===== src/lsu_macros.svh =====
`ifndef LSU_MACROS_SVH
`define LSU_MACROS_SVH

//////////////////////////////////////////////////
// Data path
//////////////////////////////////////////////////

// Width of the core data word and of the bus
`define LSU_XLEN 32

// Bus transactions that may be outstanding at once
`define LSU_DEPTH 2

//////////////////////////////////////////////////
// Configuration register map
//////////////////////////////////////////////////

// Control word with the halt and misalign-trap fields
`define LSU_CFG_CTRL_ADDR 0
// Monitor status word, write ones to clear
`define LSU_CFG_STAT_ADDR 1

`endif


===== src/lsu_pkg.sv =====
`include "lsu_macros.svh"

package lsu_pkg;

  // Plain vectors for the widths that carry a meaning
  typedef logic [`LSU_XLEN-1:0]   addr_t;
  typedef logic [`LSU_XLEN-1:0]   data_t;
  typedef logic [`LSU_XLEN/8-1:0] be_t;
  // Count of bus transactions in flight, wide enough for the depth
  typedef logic [1:0]             cnt_t;

  // Access size as encoded by the core, same as funct3[1:0]
  typedef enum logic [1:0] {
    SIZE_BYTE = 2'b00,
    SIZE_HALF = 2'b01,
    SIZE_WORD = 2'b10
  } lsu_size_e;

  // Request sequencer states
  typedef enum logic [1:0] {
    LSU_IDLE,
    LSU_FIRST,
    LSU_SECOND,
    LSU_WAIT
  } lsu_state_e;

  //////////////////////////////////////////////////
  // Port bundles
  //////////////////////////////////////////////////

  // One load or store from the core
  typedef struct packed {
    logic      we;
    lsu_size_e size;
    logic      sign_ext;
    addr_t     addr;
    data_t     wdata;
  } lsu_req_t;

  // Load data or zero, with the error bit of a trapped access
  typedef struct packed {
    data_t rdata;
    logic  err;
  } lsu_resp_t;

  // Bus address phase, held stable until the grant
  typedef struct packed {
    logic  req;
    logic  we;
    be_t   be;
    addr_t addr;
    data_t wdata;
  } obi_req_t;

  // Bus response phase
  typedef struct packed {
    logic  rvalid;
    data_t rdata;
  } obi_rsp_t;

  // Control register, halt sits in bit 1 and misalign_trap in bit 0
  typedef struct packed {
    logic halt;
    logic misalign_trap;
  } lsu_cfg_t;

  // Sticky monitor flags, cnt_overflow is bit 2 of the status word
  typedef struct packed {
    logic cnt_overflow;
    logic spurious_rvalid;
    logic halt_violation;
  } mon_flags_t;

  // Shape of the current access, handed from the sequencer to the aligner
  typedef struct packed {
    logic      split;
    logic [1:0] addr_low;
    lsu_size_e size;
    logic      sign_ext;
    logic      we;
  } split_info_t;

endpackage


===== src/lsu_cfg_regs.sv =====
`include "lsu_macros.svh"

module lsu_cfg_regs
  import lsu_pkg::*;
(
  input  logic       clk,
  input  logic       rst_n,
  input  logic       cfg_we_i,
  input  logic [1:0] cfg_addr_i,
  input  data_t      cfg_wdata_i,
  input  mon_flags_t flags_i,
  output lsu_cfg_t   cfg_o,
  output mon_flags_t flags_clr_o,
  output data_t      cfg_rdata_o
);

  lsu_cfg_t cfg_q;
  logic     sel_ctrl;
  logic     sel_stat;

  // Address decode shared by the write and the read path
  assign sel_ctrl = (cfg_addr_i == 2'(`LSU_CFG_CTRL_ADDR));
  assign sel_stat = (cfg_addr_i == 2'(`LSU_CFG_STAT_ADDR));

  //////////////////////////////////////////////////
  // Control register
  //////////////////////////////////////////////////

  // Both fields come straight from the low bits of the write data
  always_ff @(posedge clk or negedge rst_n) begin
    if (!rst_n) begin
      cfg_q <= '0;
    end else if (cfg_we_i && sel_ctrl) begin
      cfg_q <= lsu_cfg_t'(cfg_wdata_i[$bits(lsu_cfg_t)-1:0]);
    end
  end

  assign cfg_o = cfg_q;

  //////////////////////////////////////////////////
  // Status clear strobes
  //////////////////////////////////////////////////

  // A one written to a status bit becomes a single-cycle clear pulse
  // The flags themselves live in the monitor
  always_comb begin
    flags_clr_o = '0;
    if (cfg_we_i && sel_stat) begin
      flags_clr_o = mon_flags_t'(cfg_wdata_i[$bits(mon_flags_t)-1:0]);
    end
  end

  //////////////////////////////////////////////////
  // Readback
  //////////////////////////////////////////////////

  // Combinational read of whatever cfg_addr_i points at
  // Unmapped addresses read as zero
  always_comb begin
    cfg_rdata_o = '0;
    if (sel_ctrl) begin
      cfg_rdata_o[$bits(lsu_cfg_t)-1:0] = cfg_q;
    end else if (sel_stat) begin
      cfg_rdata_o[$bits(mon_flags_t)-1:0] = flags_i;
    end
  end

endmodule


===== src/lsu_ctrl.sv =====
`include "lsu_macros.svh"

module lsu_ctrl
  import lsu_pkg::*;
(
  input  logic        clk,
  input  logic        rst_n,
  input  logic        valid_i,
  input  lsu_req_t    req_i,
  output logic        ready_o,
  input  lsu_cfg_t    cfg_i,
  output obi_req_t    obi_req_o,
  input  logic        gnt_i,
  input  logic        rvalid_i,
  output split_info_t split_o,
  output logic        trap_o,
  output logic        last_rvalid_o
);

  lsu_state_e              state_q;
  lsu_state_e              state_d;
  lsu_req_t                req_q;
  logic                    split_q;
  logic                    held_q;
  cnt_t                    cnt_q;
  cnt_t                    cnt_d;
  logic                    accept;
  logic                    misaligned;
  logic                    issue;
  logic                    second;
  logic                    bus_req;
  logic                    rvalid_ok;
  be_t                     be_base;
  logic [`LSU_XLEN/4-1:0]  be_wide;
  logic [2*`LSU_XLEN-1:0]  wdata_wide;
  addr_t                   addr_word;

  //////////////////////////////////////////////////
  // Core handshake
  //////////////////////////////////////////////////

  // A halted unit looks busy to the core and takes nothing new
  assign ready_o = (state_q == LSU_IDLE) && !cfg_i.halt;
  assign accept  = valid_i && ready_o;

  // Misalignment is judged on the incoming request so a trap can answer at once
  // Halfwords at offset 1 or 2 still fit in one word and need no split
  always_comb begin
    case (req_i.size)
      SIZE_WORD: misaligned = (req_i.addr[1:0] != 2'b00);
      SIZE_HALF: misaligned = (req_i.addr[1:0] == 2'b11);
      default:   misaligned = 1'b0;
    endcase
  end

  assign trap_o = accept && misaligned && cfg_i.misalign_trap;

  //////////////////////////////////////////////////
  // Sequencer
  //////////////////////////////////////////////////

  always_comb begin
    state_d = state_q;
    case (state_q)
      LSU_IDLE:   if (accept && !trap_o) state_d = LSU_FIRST;
      LSU_FIRST:  if (bus_req && gnt_i) state_d = split_q ? LSU_SECOND : LSU_WAIT;
      LSU_SECOND: if (bus_req && gnt_i) state_d = LSU_WAIT;
      LSU_WAIT:   if (last_rvalid_o) state_d = LSU_IDLE;
      default:    state_d = LSU_IDLE;
    endcase
  end

  // A request already on the bus stays up until granted, even under halt
  // A fresh one waits for halt to drop and for room below the depth limit
  assign issue   = (state_q == LSU_FIRST) || (state_q == LSU_SECOND);
  assign second  = (state_q == LSU_SECOND);
  assign bus_req = issue && (held_q || (!cfg_i.halt && (cnt_q != cnt_t'(`LSU_DEPTH))));

  //////////////////////////////////////////////////
  // Address phase payload
  //////////////////////////////////////////////////

  // Enables and data are laid out over two words, the upper word is the second half
  always_comb begin
    case (req_q.size)
      SIZE_BYTE: be_base = 4'b0001;
      SIZE_HALF: be_base = 4'b0011;
      default:   be_base = 4'b1111;
    endcase
    be_wide    = {4'b0000, be_base} << req_q.addr[1:0];
    wdata_wide = {{`LSU_XLEN{1'b0}}, req_q.wdata} << {req_q.addr[1:0], 3'b000};
  end

  assign addr_word = {req_q.addr[`LSU_XLEN-1:2], 2'b00};

  assign obi_req_o.req   = bus_req;
  assign obi_req_o.we    = req_q.we;
  assign obi_req_o.addr  = second ? addr_word + addr_t'(4) : addr_word;
  assign obi_req_o.be    = second ? be_wide[7:4] : be_wide[3:0];
  assign obi_req_o.wdata = second ? wdata_wide[2*`LSU_XLEN-1:`LSU_XLEN]
                                  : wdata_wide[`LSU_XLEN-1:0];

  //////////////////////////////////////////////////
  // In-flight counter
  //////////////////////////////////////////////////

  // An rvalid with nothing outstanding is dropped here
  assign rvalid_ok = rvalid_i && (cnt_q != '0);

  always_comb begin
    cnt_d = cnt_q;
    if (bus_req && gnt_i) cnt_d = cnt_d + cnt_t'(1);
    if (rvalid_ok)        cnt_d = cnt_d - cnt_t'(1);
  end

  // All grants of the access are done in WAIT, so the last one out ends it
  assign last_rvalid_o = (state_q == LSU_WAIT) && rvalid_ok && (cnt_q == cnt_t'(1));

  // Access shape for the aligner, stable from acceptance to the last rvalid
  assign split_o.split    = split_q;
  assign split_o.addr_low = req_q.addr[1:0];
  assign split_o.size     = req_q.size;
  assign split_o.sign_ext = req_q.sign_ext;
  assign split_o.we       = req_q.we;

  always_ff @(posedge clk or negedge rst_n) begin
    if (!rst_n) begin
      state_q <= LSU_IDLE;
      cnt_q   <= '0;
      held_q  <= 1'b0;
      split_q <= 1'b0;
    end else begin
      state_q <= state_d;
      cnt_q   <= cnt_d;
      held_q  <= bus_req && !gnt_i;
      if (accept) split_q <= misaligned;
    end
  end

  // Request payload is captured once per access
  always_ff @(posedge clk) begin
    if (accept) req_q <= req_i;
  end

endmodule


===== src/lsu_resp_align.sv =====
`include "lsu_macros.svh"

module lsu_resp_align
  import lsu_pkg::*;
(
  input  logic        clk,
  input  logic        rst_n,
  input  split_info_t split_i,
  input  logic        rvalid_i,
  input  data_t       rdata_i,
  input  logic        last_rvalid_i,
  input  logic        trap_i,
  output logic        resp_valid_o,
  output lsu_resp_t   resp_o
);

  data_t                  first_q;
  logic [2*`LSU_XLEN-1:0] joined;
  data_t                  shifted;
  data_t                  extended;

  //////////////////////////////////////////////////
  // First half capture
  //////////////////////////////////////////////////

  // The lower word of a split access returns first
  always_ff @(posedge clk) begin
    if (rvalid_i && !last_rvalid_i && split_i.split) first_q <= rdata_i;
  end

  //////////////////////////////////////////////////
  // Merge, shift and extend
  //////////////////////////////////////////////////

  // The second word supplies the upper bytes of a split access
  // A single word is padded with zeros above
  assign joined  = split_i.split ? {rdata_i, first_q} : {{`LSU_XLEN{1'b0}}, rdata_i};
  assign shifted = data_t'(joined >> {split_i.addr_low, 3'b000});

  always_comb begin
    case (split_i.size)
      SIZE_BYTE: begin
        extended = {{(`LSU_XLEN-8){split_i.sign_ext & shifted[7]}}, shifted[7:0]};
      end
      SIZE_HALF: begin
        extended = {{(`LSU_XLEN-16){split_i.sign_ext & shifted[15]}}, shifted[15:0]};
      end
      default: begin
        extended = shifted;
      end
    endcase
  end

  //////////////////////////////////////////////////
  // Response register
  //////////////////////////////////////////////////

  // One pulse per access, a cycle after the trap or the final rvalid
  always_ff @(posedge clk or negedge rst_n) begin
    if (!rst_n) begin
      resp_valid_o <= 1'b0;
    end else begin
      resp_valid_o <= trap_i || last_rvalid_i;
    end
  end

  // Trapped accesses and stores carry no data back
  always_ff @(posedge clk) begin
    if (trap_i) begin
      resp_o.rdata <= '0;
      resp_o.err   <= 1'b1;
    end else if (last_rvalid_i) begin
      resp_o.rdata <= split_i.we ? '0 : extended;
      resp_o.err   <= 1'b0;
    end
  end

endmodule


===== src/lsu_bus_monitor.sv =====
`include "lsu_macros.svh"

module lsu_bus_monitor
  import lsu_pkg::*;
(
  input  logic       clk,
  input  logic       rst_n,
  input  obi_req_t   obi_req_i,
  input  logic       gnt_i,
  input  logic       rvalid_i,
  input  logic       halt_i,
  input  mon_flags_t flags_clr_i,
  output mon_flags_t flags_o
);

  cnt_t       cnt_q;
  cnt_t       cnt_d;
  logic       pend_q;
  logic       granted;
  logic       new_req;
  mon_flags_t flags_q;
  mon_flags_t flags_set;

  //////////////////////////////////////////////////
  // Shadow in-flight count
  //////////////////////////////////////////////////

  // Built from bus events alone so it can disagree with the sequencer
  assign granted = obi_req_i.req && gnt_i;

  always_comb begin
    cnt_d = cnt_q;
    if (granted && (cnt_q != cnt_t'(`LSU_DEPTH))) cnt_d = cnt_d + cnt_t'(1);
    if (rvalid_i && (cnt_q != '0))                cnt_d = cnt_d - cnt_t'(1);
  end

  // A request counts as new when it was not already waiting for a grant
  assign new_req = obi_req_i.req && !pend_q;

  //////////////////////////////////////////////////
  // Error detection
  //////////////////////////////////////////////////

  always_comb begin
    flags_set = '0;
    // A grant at full depth with no response leaving would pass the limit
    flags_set.cnt_overflow    = granted && !rvalid_i && (cnt_q == cnt_t'(`LSU_DEPTH));
    // Response with nothing outstanding
    flags_set.spurious_rvalid = rvalid_i && (cnt_q == '0);
    // A halted unit must not start a transaction
    flags_set.halt_violation  = new_req && halt_i;
  end

  always_ff @(posedge clk or negedge rst_n) begin
    if (!rst_n) begin
      cnt_q   <= '0;
      pend_q  <= 1'b0;
      flags_q <= '0;
    end else begin
      cnt_q   <= cnt_d;
      pend_q  <= obi_req_i.req && !gnt_i;
      // A new error in the cycle of a clear still sticks
      flags_q <= mon_flags_t'((flags_q & ~flags_clr_i) | flags_set);
    end
  end

  assign flags_o = flags_q;

endmodule


===== src/lsu_top.sv =====
module lsu_top
  import lsu_pkg::*;
(
  input  logic       clk,
  input  logic       rst_n,
  input  logic       valid_i,
  input  lsu_req_t   req_i,
  output logic       ready_o,
  output logic       resp_valid_o,
  output lsu_resp_t  resp_o,
  output obi_req_t   obi_req_o,
  input  logic       gnt_i,
  input  obi_rsp_t   obi_rsp_i,
  input  logic       cfg_we_i,
  input  logic [1:0] cfg_addr_i,
  input  data_t      cfg_wdata_i,
  output data_t      cfg_rdata_o
);

  lsu_cfg_t    cfg;
  mon_flags_t  flags;
  mon_flags_t  flags_clr;
  split_info_t split;
  logic        trap;
  logic        last_rvalid;

  // Configuration and status registers
  lsu_cfg_regs u_cfg_regs (
    .clk         (clk),
    .rst_n       (rst_n),
    .cfg_we_i    (cfg_we_i),
    .cfg_addr_i  (cfg_addr_i),
    .cfg_wdata_i (cfg_wdata_i),
    .flags_i     (flags),
    .cfg_o       (cfg),
    .flags_clr_o (flags_clr),
    .cfg_rdata_o (cfg_rdata_o)
  );

  // Request sequencer and split logic
  lsu_ctrl u_ctrl (
    .clk           (clk),
    .rst_n         (rst_n),
    .valid_i       (valid_i),
    .req_i         (req_i),
    .ready_o       (ready_o),
    .cfg_i         (cfg),
    .obi_req_o     (obi_req_o),
    .gnt_i         (gnt_i),
    .rvalid_i      (obi_rsp_i.rvalid),
    .split_o       (split),
    .trap_o        (trap),
    .last_rvalid_o (last_rvalid)
  );

  // Load data merge and extension
  lsu_resp_align u_resp_align (
    .clk           (clk),
    .rst_n         (rst_n),
    .split_i       (split),
    .rvalid_i      (obi_rsp_i.rvalid),
    .rdata_i       (obi_rsp_i.rdata),
    .last_rvalid_i (last_rvalid),
    .trap_i        (trap),
    .resp_valid_o  (resp_valid_o),
    .resp_o        (resp_o)
  );

  // Protocol watcher on the data bus
  lsu_bus_monitor u_bus_monitor (
    .clk         (clk),
    .rst_n       (rst_n),
    .obi_req_i   (obi_req_o),
    .gnt_i       (gnt_i),
    .rvalid_i    (obi_rsp_i.rvalid),
    .halt_i      (cfg.halt),
    .flags_clr_i (flags_clr),
    .flags_o     (flags)
  );

endmodule


===== config.mk =====
export PLATFORM = sky130hd
export DESIGN_NAME = lsu_top
export DESIGN_NICKNAME = d
export VERILOG_FILES = /design/src/lsu_pkg.sv /design/src/lsu_cfg_regs.sv /design/src/lsu_ctrl.sv /design/src/lsu_resp_align.sv /design/src/lsu_bus_monitor.sv /design/src/lsu_top.sv
export VERILOG_INCLUDE_DIRS = /design/src
export SDC_FILE = /design/constraint.sdc
export NUM_CORES = 1
export LEC_CHECK = 0
export BUFFER_PORTS_ARGS = -buffer_cell sky130_fd_sc_hd__clkbuf_2
export CAP_MARGIN = 40
export CORE_UTILIZATION = 46
export CTS_CLUSTER_SIZE = 8
export DETAILED_ROUTE_END_ITERATION = 7
export PLACE_DENSITY = 0.72
export SLEW_MARGIN = 20
export SYNTH_ARGS = -nofsm -noshare
export SYNTH_HDL_FRONTEND = slang
export SYNTH_SLANG_ARGS = --single-unit

===== constraint.sdc =====
create_clock -name clk -period 3.6 [get_ports clk]
set_input_delay 0.18 -clock clk [delete_from_list [all_inputs] [get_ports clk]]
set_output_delay 0.18 -clock clk [all_outputs]
set_load 0.01 [all_outputs]

; ---- After elaboration in Yosys (flattened, before gate mapping)
; Index checks and enable logic that the tools add are counted.
[word_totals]
mem_count = 0
regBits = 147
latch_bits = 0
out_inout_bits = 137
ramBits = 0
word_cells = 110
romBits = 0
input_bits = 140
[classes]
n_shift = 3
mux = 22
div_mod_pow = 0
n_mul = 0
reduce_logical = 40
n_bitwise = 5
magnitude_cmp = 0
n_addsub = 5
eq_ne = 16
[ops]
columns = cell, count
row1 = 32-bit 2-to-1 mux, 3
row2 = 64-bit 2-to-1 mux, 1
row3 = 32-bit case mux with 2 select lines, 1
row4 = 32-bit by 5-bit << shifter with 64-bit output, 1
row5 = 64-bit by 5-bit right shift with 32-bit output, 1
row6 = "32-bit by 3-bit adder with 32-bit output, second input constant", 1
row7 = 1-bit logical AND, 23
row8 = 2-bit 2-to-1 mux, 9
row9 = "2-bit by 1-bit == test with 1-bit output, second input constant", 5
row10 = "2-bit == test, second input constant", 5
row11 = 2-bit zero test, 4
row12 = 2-bit case mux with 4 select lines, 1
row13 = 4-bit case mux with 2 select lines, 1
row14 = 4-bit by 2-bit << shifter with 8-bit output, 1
row15 = 1-bit zero test, 6
row16 = 3-bit 2-to-1 mux, 2
row17 = "2-bit by 1-bit != test with 1-bit output, second input constant", 3
row18 = "2-bit != test, second input constant", 3
row19 = 2-bit nonzero test, 3
row20 = "2-bit by 1-bit adder with 2-bit output, second input constant", 2
row21 = 4-bit 2-to-1 mux, 1
row22 = 4-bit AND reduction, 1
row23 = "2-bit by 1-bit subtractor with 2-bit output, second input constant", 2
row24 = 3-bit bitwise AND, 1
row25 = 6 further kinds, 10

; ---- Logic depth before layout (Yosys ltp)
; Gate-level depths: netlist (run 1).
[depth]
depth_word = 9
ltp_mapped = 9

; ---- Hierarchy
; From an unflattened synthesis (run 1), not the netlist that was laid out.
[unflattened]
cells_unflattened = 727
hier_area_um2 = 8384.3
[by_module_without_submodules]
columns = module, cells_each, instances, area_each_um2
row1 = lsu_ctrl, 333, 1, 3997.6
row2 = lsu_resp_align, 318, 1, 3677.3
row3 = lsu_cfg_regs, 44, 1, 372.9
row4 = lsu_bus_monitor, 32, 1, 336.6

; ---- Worst setup path before layout (run 1)
; OpenSTA, ideal clock, no wires.
[synth_path]
path_kind = flip-flop to flip-flop
start = register u_ctrl.state_q[0]
end = register u_ctrl.split_q
slack_ns = 0.870
t_required_ns = 3.472
setup_time_ns = 0.128
path_stages_with_launch = 6
arrival_time_ns = 2.601
path_cell_list = dfrtp_1 inv_1 ha_1 nand3b_1 inv_1 mux2_2
[synth_via]
elab_chain_cells = 3
[synth_lines]
columns = element, line_no
row1 = start: declaration, lsu_ctrl.sv:20  ; lsu_state_e state_q;
row2 = start signal: assignment, lsu_ctrl.sv:133  ; state_q <= state_d;
row3 = 2-bit zero test, lsu_ctrl.sv:43  ; assign ready_o = (state_q == LSU_IDLE) && !cfg_i.halt;
row4 = 1-bit logical AND, lsu_ctrl.sv:43
row5 = 1-bit logical AND, lsu_ctrl.sv:44  ; assign accept = valid_i && ready_o;
row6 = named net u_ctrl.accept, lsu_ctrl.sv:27  ; logic accept;
row7 = end signal: assignment, lsu_ctrl.sv:136  ; if (accept) split_q <= misaligned;
row8 = end: declaration, lsu_ctrl.sv:23  ; logic split_q;
; The timed path passes the listed nets, and every way through them passes these cells.
; A chain may end at the register's enable or synchronous reset.

==> out/qor.txt, run 1 <==
Worst Skew = 0.01157 ns
Syn-to-layout area delta = 33.63%
largest net degree at the start of global routing = 63
Worst Setup SP = u_ctrl.state_q[0]
Final setup viols = 0
CTS tree = done
row count = 47
Die ar. = 17870 um2
CP Class = reg -> out
status = finished, final reports clean
DP Worst Slack = 1.076 ns
Root Buffer = clkbuf_16
total core area = 16760 um2
reg2reg start = u_ctrl.state_q[1]
drc violations = 0
Worst-path clk slew = 0.06 ns
crit path capture = obi_req_o[63]
PD cells = 619.9 nW/um2
I/O pin count = 277
endpoint class of the critical path = primary output
Clock Path Buffers = 2
postcts setup bufs = 0
Peak Freq = 337.8 MHz
Slew @ Worst Pin = 0.8121 ns
DIE WIDTH = 133.7 um
WHS = 0.01692 ns
antenna violations before repair = 0
share of layout cells above drive strength 1 = 26.82%
Yosys cell types = 59
H-tree depth = 4
vias in the first global route = 6781
Mapped Cells = 734
drt first pass iters = 4
Max FO, Critical Path = 7
Starting Density = 47.60%
Max-Cap Viols = 0
Synth Warn # = 0
FF-to-FF End = u_resp_align.resp_o[20]
Async SR Flop Fraction = 9.524%
Tmin final = 2.960 ns
Antenna Nets Post-Route = 0
via count = 6839
critical path required time = 3.42 ns
cell leakage power = 4.548 nW
#FFs+latches synth = 147
Hold Crit Start = obi_rsp_i[0]
IO buf count = 216
FF-to-FF path depth = 8
Layout Cells excl Fill = 1264
GPL Wtd Cong = 0.8737
vias per inst = 5.411
Mapped Avg Cell Area = 10.87 um2
mapped cell area = 7978 um2
first-pass GRT wire length = 34220 um
PostCTS Resize Cnt = 0
Primary FF master, synth = edfxtp_1
Final Hold Viols = 0
RSZ-0062 raised after global routing = false
Sum Neg Setup Slack = 0 ns
clk_lat worst skew = 0.42 ns
type of the tightest min-delay check = in -> reg
Slew Limit Fails = 0
clk sink count = 147
number of synthesized flops with an enable pin = 100
R2R Setup Slk = 1.06 ns
antenna cells = 0
Final period util = 82.23%
wire per inst = 17.11 um
total wire length = 21620 um
Nets = 1184
cts bufs inserted = 17
post-route worst setup slack = 0.6396 ns
worst path arrival time = 2.78 ns
Cells after DPL = 1135
gr usage total = 24.81%
Initial DRC Count = 430
sequential element share of the synthesized area = 50.31%
Congestion Overflow GR = 0
Slew HR = 45.86%
die height = 133.7 um
Area after DPL = 9112 um2
Peak VDD IR = 0.3697 mV
CP Launch Type = flip-flop
detailed placement HPWL = 14290 um
final non-filler cell area = 10660 um2
-- cells by family after synthesis --
logic type	after synthesis	synth area share, %
AOI/OAI and AO/OA	181	14.18
xor gates and xnor gates	33	3.623
adders and majority gates	13	2.039
buffers and inverters	95	6.415
DFF	147	50.31
muxes	87	12.26
other	1	0.04701
and+or+nand+nor	177	11.12
-- metal layers --
metal	global-route usage (%)	vias up	wire length (um)
met1	28.84	3244	8516
met3	5.670	59	1477
li1	-	3250	-
met2	42.82	286	10810
met4	12.56	0	820
met5	0	-	0
-- synth_stat cells (all sizes together) (2+ instances only) --
cell      n  area (um2)
nand2b    6       37.54
and2     10       62.56
mux2      6       67.56
nand2    70       262.8
and3     11       68.82
dfxtp    33       660.6
or3       2       12.51
inv      16       60.06
a21oi    34       170.2
nand3b    2       15.01
nand4     8       50.05
buf      56       362.9
clkbuf   22       85.08
nand3    21       105.1
a211oi   24       180.2
a22o     11       96.34
and3b     2       17.52
a31oi     2       12.51
mux4      8       180.2
nor2     18       67.56
o21ai    64       324.1
ha       13       162.7
nor2b    12       75.07
and4      4       35.03
xnor2    23       201.4
o21bai    2       15.01
edfxtp  100        3003
a21o      8       60.06
mux2i    73       730.7
o31ai     4       30.03
nor3      3       15.01
o22ai    10       62.56
o211ai   14       105.1
xor2     10       87.58
or2       2       12.52
dfrtp    14       350.3
a21boi    2       15.02
-- power by group --
part	total, mW	switching [mW]	internal (mW)
Sequential	2.49	0.280	2.21
Clock	1.72	0.706	1.01
Combinational	2.40	1.37	1.03
-- registers in the layout (all words and copies together) (netlist names), 2 cells and up --
| signal | cells |
|---|---|
| u_resp_align.resp_o | 33 |
| u_ctrl.req_q | 32 |
| u_resp_align.first_q | 32 |
| u_ctrl.addr_word | 30 |
| u_ctrl.split_o | 5 |
| u_bus_monitor.flags_o | 3 |
| u_bus_monitor.cnt_q | 2 |
| u_cfg_regs.cfg_o | 2 |
| u_ctrl.cnt_q | 2 |
| u_ctrl.state_q | 2 |
-- cells in the final DEF (no fill, tap or decap), types with 14 or more instances in the layout --
| cell | synthesis | routed |
|---|---|---|
| a211oi_1 | 24 | 24 |
| a21oi_1 | 34 | 34 |
| clkbuf_16 | 0 | 18 |
| clkbuf_2 | 2 | 216 |
| conb_1 | 1 | 31 |
| dfxtp_1 | 33 | 33 |
| dlygate4sd3_1 | 0 | 96 |
| edfxtp_1 | 100 | 100 |
| inv_1 | 16 | 15 |
| mux2i_1 | 73 | 73 |
| nand2_1 | 70 | 70 |
| nand3_1 | 21 | 21 |
| nor2_1 | 18 | 17 |
| o211ai_1 | 14 | 14 |
| o21ai_0 | 62 | 62 |
| xnor2_1 | 23 | 23 |
-- worst max-delay path, cell delays in order (launching register included) --
cell and delay (ns):
dfrtp_1 0.43, inv_1 0.13, ha_1 0.31, nand3_1 0.10, nor2_1 0.40, and3_1 0.31
or3b_1 0.38, xnor2_1 0.14, clkbuf_2 0.16
-- how the worst min path moves through the flow --
stage	to	slack, ns	depth (start not counted)
5_1_grt	u_resp_align.first_q[3]	0.003	1
3_3_place_gp	u_ctrl.state_q[1]	0.11	1
2_1_floorplan	u_bus_monitor.cnt_q[0]	-0.12	0
4_1_cts	u_resp_align.first_q[3]	0.002	1
6_report	u_resp_align.first_q[0]	0.02	1
3_5_place_dp	u_bus_monitor.pend_q	0.12	1
-- final cells by class --
type,instances,area (um2)
clock inverters,11,100.1
multi-input cells,522,3567
fillers,1315,6100
inverters,17,63.81
repair buffers,326,2167
well taps,220,275.3
clock buffers,21,471.7
flip-flops and latches,147,4015
-- what timing repair did --
action / in CTS / in global routing
hold endpoints to repair: 110 / 0
hold buffers: 96 / 0
setup endpoints to repair: 0 / 0
-- stage by stage --
step	utilization [%]	power [mW]
floorplan	-	4.011
global placement	54.37	4.754
detailed placement	54.37	4.811
CTS	63.52	6.618
global route	63.61	7.001
finish	63.61	6.608
(Power assumes the default switching activity.)
==> inputs of run 2 (changes only) <==
- PLACE_DENSITY: 0.72 -> 0.75
- clock period: 3.6 -> 2.4 ns (I/O delays scaled with it)
==> run 2 against run 1 <==
The run now ends with negative setup slack left. Cell count rose by 3.1%. Die area unchanged. Power increased by 59%. Global-route usage rose by 1.8 points. Register-to-register slack got worse by 0.85 ns. Sequential cell count did not move. Utilization grew 3.4 points. Critical path type unchanged.
==> out/qor.txt, run 2 (same netlist as run 1, synthesis figures left out) <==
clk sink count = 147
max reg flops = 33
failing checks = negative setup slack
share of layout cells above drive strength 1 = 30.50%
CP Class = reg -> out
max incr delay on CP = 0.48 ns
Root Buffer = clkbuf_16
DIE WIDTH = 133.7 um
first-pass GRT wire length = 36570 um
Initial DRC Count = 442
Die ar. = 17870 um2
Peak VDD IR = 0.6298 mV
drt first pass iters = 5
Tmin final = 2.514 ns
cell leakage power = 4.787 nW
worst path arrival time = 2.39 ns
Max-Cap Viols = 0
total wire length = 24220 um
crit-path cells = nand4_1, nor4_4, and3_4, or3b_4, xnor2_2, clkbuf_2
antenna violations before repair = 1
GRT met3 Usage = 7.078%
endpoint class of the critical path = primary output
row count = 47
H-tree depth = 4
Worst-path clk slew = 0.07 ns
Largest regs = u_resp_align.resp_o (33), u_ctrl.req_q (32), u_resp_align.first_q (32)
die height = 133.7 um
type of the tightest min-delay check = in -> reg
critical path required time = 2.28 ns
PD cells = 936.1 nW/um2
critical path's slowest cell = edfxtp_1
most frequent cells in the layout = clkbuf_2, dlygate4sd3_1, edfxtp_1
storage element area = 4015 um2
Multi-input gate area = 3720 um2
largest reg by FF count = u_resp_align.resp_o
largest net degree at the start of global routing = 64
drc violations = 0
vias per inst = 5.472
Design Power = 10.51 mW
status = finished, violations left
IO buf count = 216
vias in the first global route = 6996
met2 Usage GRT = 45.63%
Sum Neg Setup Slack = -0.1141 ns
Starting Density = 47.60%
Cells after DPL = 1150
cts bufs inserted = 17
Final Hold Viols = 0
wire per inst = 18.59 um
Clock Path Buffers = 2
via count = 7130
total core area = 16760 um2
Antenna Nets Post-Route = 0
Slew Limit Fails = 0
met1 Use GR = 31.08%
fill count = 1236
Final setup viols = 1
busiest grt layer = met2
CTS tree = done
clk_lat worst skew = 0.42 ns
gr usage total = 26.59%
Nets = 1222
I/O pin count = 277
Worst Skew = 0.01120 ns
Max FO, Critical Path = 5
CP Launch Type = flip-flop
Final period util = 104.8%
RSZ-0062 raised after global routing = true
commonest non-fill, non-tap cell in the layout = clkbuf_2
post-route worst setup slack = -0.1141 ns
Congestion Overflow GR = 0
Peak Freq = 397.8 MHz
Syn-to-layout area delta = 40.68%
detailed placement HPWL = 14830 um
Layout Cells excl Fill = 1303
DP Worst Slack = 0.1892 ns
GPL Wtd Cong = 0.8823
## run 2: cell types whose count changed in the layout (fill, tap and decap cells not counted), moves of 4 or more
cell | previous run | this run
and3_1 | 11 | 7
buf_4 | 12 | 36
buf_12 | 1 | 5
xnor2_1 | 23 | 19
xnor2_2 | 0 | 4
dlygate4sd3_1 | 96 | 105
clkinvlp_4 | 1 | 5
## run 2: cell type report
cell class,count,share of cell area (%)
clock inverters,13,1.650
clock buffers,19,3.857
multi-input cells,522,33.14
inverters,17,0.6020
diodes,1,0.02230
flip-flops and latches,147,35.77
well taps,220,2.453
repair buffers,364,22.50
## run 2: worst paths after layout
kind | start | slack [ns] | end | depth (start not counted)
hold / removal | obi_rsp_i[32] | 0.03 | u_bus_monitor.flags_o[1] | 2
hold reg to reg | u_resp_align.resp_o[9] | 0.45 | u_resp_align.resp_o[9] | 1
max in group asynchronous | rst_n | 1.94 | u_ctrl.split_q | 2
setup / recovery | u_ctrl.addr_word[8] | -0.11 | obi_req_o[63] | 6
min in group asynchronous | rst_n | 0.15 | u_ctrl.state_q[1] | 2
setup reg to reg | u_ctrl.state_q[1] | 0.21 | u_resp_align.resp_o[27] | 8
## run 2: repair_timing
item / 4_1_cts / 5_1_grt
endpoints found under the setup margin: 35 / 18
setup buffers: 4 / 11
pin swaps: 2 / 6
resized for setup: 11 / 27
hold endpoints to repair: 120 / 0
hold buffers: 105 / 0
## run 2: through the flow
step	hold slack [ns]	instance area, um2	utilization [%]
after detailed placement	0.05880	9268	55.30
final	0.03064	11220	66.97
after global routing	0.04159	11220	66.97
after global placement	0.05152	9268	55.30
after floorplan	-0.1756	8095	-
after CTS	0.01204	11010	65.71
## run 2: critical path: cells and delay by family, from the launching register on
| kind | cells | cell delay [ns] |
|---|---|---|
| AND/OR/NAND/NOR | 4 | 1.22 |
| flip-flops | 1 | 0.48 |
| buffers and inverters | 1 | 0.15 |
| XOR/XNOR | 1 | 0.13 |
## run 2: report_power, final
part	leakage (nW)	switching (mW)	internal, mW	total [mW]
logic	3.15	2.25	1.75	4.00
registers	1.35	0.367	3.31	3.68
clock network	0.287	1.09	1.74	2.83
## run 2: routing by layer
layer	share of wire, %	vias up
met4	3.8	0
met2	51	346
met5	0	-
met3	7.0	75
li1	-	3318
met1	38	3391
==> inputs of run 3 (changes only) <==
- ABC_AREA: default -> 1
- PLACE_DENSITY: 0.75 -> 0.74
==> run 3 against run 2 <==
The flow now finishes without violations. Clock power rose by 2%. Setup slack better by 0.22 ns. Maximum frequency is 9.7% higher. Cell count increased by 28%. Wire length grew 5.0%. Design area rose by 3.1%. First-iteration DRC count grew 83%. Hold slack got worse by 0.0053 ns. Sequential cell count unchanged. Non-clock buffer count decreased by 20.
==> out/qor.txt, run 3 <==
Synth Warn # = 0
largest reg by FF count = u_resp_align.resp_o
Post-Synth Simple-Gate Area = 29.31%
RSZ-0062 raised after global routing = true
clk sink count = 147
CP Class = reg -> out
IO buf count = 216
most frequent cells in the layout = nand2_1, clkbuf_2, dlygate4sd3_1
clk_lat worst skew = 0.42 ns
cts bufs inserted = 17
DIE WIDTH = 139.3 um
max reg flops = 33
via count = 8677
Layout Cells excl Fill = 1662
Nets = 1572
status = finished, final reports clean
Slew @ Worst Pin = 0.5938 ns
endpoint class of the critical path = primary output
Final Hold Viols = 0
CP Launch Type = flip-flop
Multi-input gate area = 3930 um2
Yosys cell types = 42
Cells after DPL = 1519
Primary FF master, synth = edfxtp_1
Post-Synth XOR/XNOR Area = 2.424%
largest area contributor in the netlist = edfxtp_1
first-pass GRT wire length = 40650 um
vias per inst = 5.221
Die ar. = 19400 um2
Slew Limit Fails = 0
#FFs+latches synth = 147
Peak Freq = 436.4 MHz
Mapped Avg Cell Area = 7.847 um2
Antenna Nets Post-Route = 0
antenna violations before repair = 1
Async SR Flop Fraction = 9.524%
synth top area cells = edfxtp_1, nand2_1, dfxtp_1
Worst Setup SP = u_ctrl.state_q[0]
top-area cell type share of the netlist area = 34.63%
sequential element share of the synthesized area = 46.29%
Post-Route Utilization = 63.55%
met2 Usage GRT = 46.34%
reg2reg start = u_ctrl.state_q[1]
gr usage total = 26.48%
Slew HR = 60.35%
wire per inst = 15.30 um
Worst Skew = 0.009812 ns
Congestion Overflow GR = 0
fill count = 1475
share of layout cells above drive strength 1 = 21.58%
fraction of synthesized area in multiplexers = 0.6926%
Tmin final = 2.291 ns
H-tree depth = 4
Root Buffer = clkbuf_16
Area after DPL = 9777 um2
cell with the most instances after synthesis = nand2_1
total wire length = 25430 um
drt first pass iters = 8
WHS = 0.02534 ns
critical path required time = 2.28 ns
busiest grt layer = met2
Max-Cap Viols = 0
final non-filler cell area = 11570 um2
vias in the first global route = 8365
number of synthesized flops with an enable pin = 100
Worst-path clk slew = 0.07 ns
Post-Synth Adder-Cell Area = 1.876%
die height = 139.3 um
cell leakage power = 5.592 nW
Starting Density = 47.62%
Largest regs = u_resp_align.resp_o (33), u_ctrl.req_q (32), u_resp_align.first_q (32)
Final period util = 95.48%
CTS tree = done
drc violations = 0
Max FO, Critical Path = 12
Hold Crit Start = cfg_we_i
total core area = 18210 um2
Initial DRC Count = 810
row count = 49
R2R Setup Slk = 0.28 ns
Final setup viols = 0
storage element area = 4016 um2
FF-to-FF End = u_bus_monitor.flags_o[2]
largest net degree at the start of global routing = 66
Mapped Cells = 1105
GPL Wtd Cong = 0.9618
Sum Neg Setup Slack = 0 ns
PD cells = 951.9 nW/um2
Peak VDD IR = 0.7392 mV
Synth Area in Compound Gates = 9.163%
detailed placement HPWL = 16890 um
crit path capture = obi_req_o[24]
type of the tightest min-delay check = in -> reg
Syn-to-layout area delta = 33.46%
met1 Use GR = 31.33%
I/O pin count = 277
most instantiated cells after synthesis = nand2_1, edfxtp_1, nand3_1
mapped cell area = 8671 um2
Clock Path Buffers = 2
GRT met3 Usage = 4.955%
commonest non-fill, non-tap cell in the layout = nand2_1
FF-to-FF path depth = 5
worst path arrival time = 2.17 ns
largest family of logic cells by synthesized area = simple AND/OR/NAND/NOR gates
run 3: logic make-up (layout without fill, tap and decap cells):
group,Yosys count,after routing
buf+inv,171,468
other cells,1,32
fa+ha+maj,13,13
mux,6,6
xor+xnor,24,24
simple gates,600,600
flops,147,147
compound gates,143,143
run 3: layout make-up:
type	instances	area share, %
flip-flops and latches	147	34.71
multi-input cells	817	33.96
repair buffers	344	20.26
clock buffers	20	4.325
inverters	92	3.027
well taps	229	2.476
clock inverters	12	1.222
diodes	1	0.02162
run 3: through the flow:
stage / total power [mW] / worst slack (ns)
after floorplan: 6.597 / 0.1033
after global routing: 11.69 / -0.01634
after CTS: 10.91 / 0.01474
after global placement: 7.770 / 0.2783
after detailed placement: 7.853 / 0.2142
final: 11.02 / 0.1086
run 3: worst min-delay path by stage:
stage / to / slack [ns] / cells after the start
after global placement: u_bus_monitor.cnt_q[1] / 0.05 / 1
after CTS: u_cfg_regs.cfg_o[1] / 0.008 / 3
after detailed placement: u_bus_monitor.flags_o[0] / 0.06 / 1
after global routing: u_cfg_regs.cfg_o[0] / 0.06 / 3
final: u_cfg_regs.cfg_o[1] / 0.03 / 3
after floorplan: u_bus_monitor.cnt_q[0] / -0.18 / 0
run 3: power by group:
| group | switching (mW) | total (mW) | leakage, nW | internal, mW |
|---|---|---|---|---|
| sequential | 0.338 | 3.67 | 1.36 | 3.33 |
| clock | 1.20 | 2.88 | 0.319 | 1.67 |
| combinational | 2.86 | 4.47 | 3.91 | 1.61 |
run 3: repair_timing:
item | 4_1_cts | 5_1_grt
setup endpoints to repair | 35 | 45
resized for setup | 7 | 6
pin swaps | 0 | 2
buffers inserted | 3 | 1
hold endpoints to repair | 120 | 0
hold buffers | 106 | 0
run 3: worst max-delay path: stages, from the launching register on:
cell and delay [ns]:
dfrtp_2 0.41, inv_2 0.08, ha_4 0.19, inv_2 0.11
buf_4 0.23, nand2_1 0.27, o22ai_1 0.28, clkbuf_2 0.18
run 3: metal layers:
metal  wire length (um)  vias to the layer above
li1                   -                     4203
met1              10030                     3990
met2              12740                      413
met3               1778                       71
met4                888                        0
met5                  0                        -
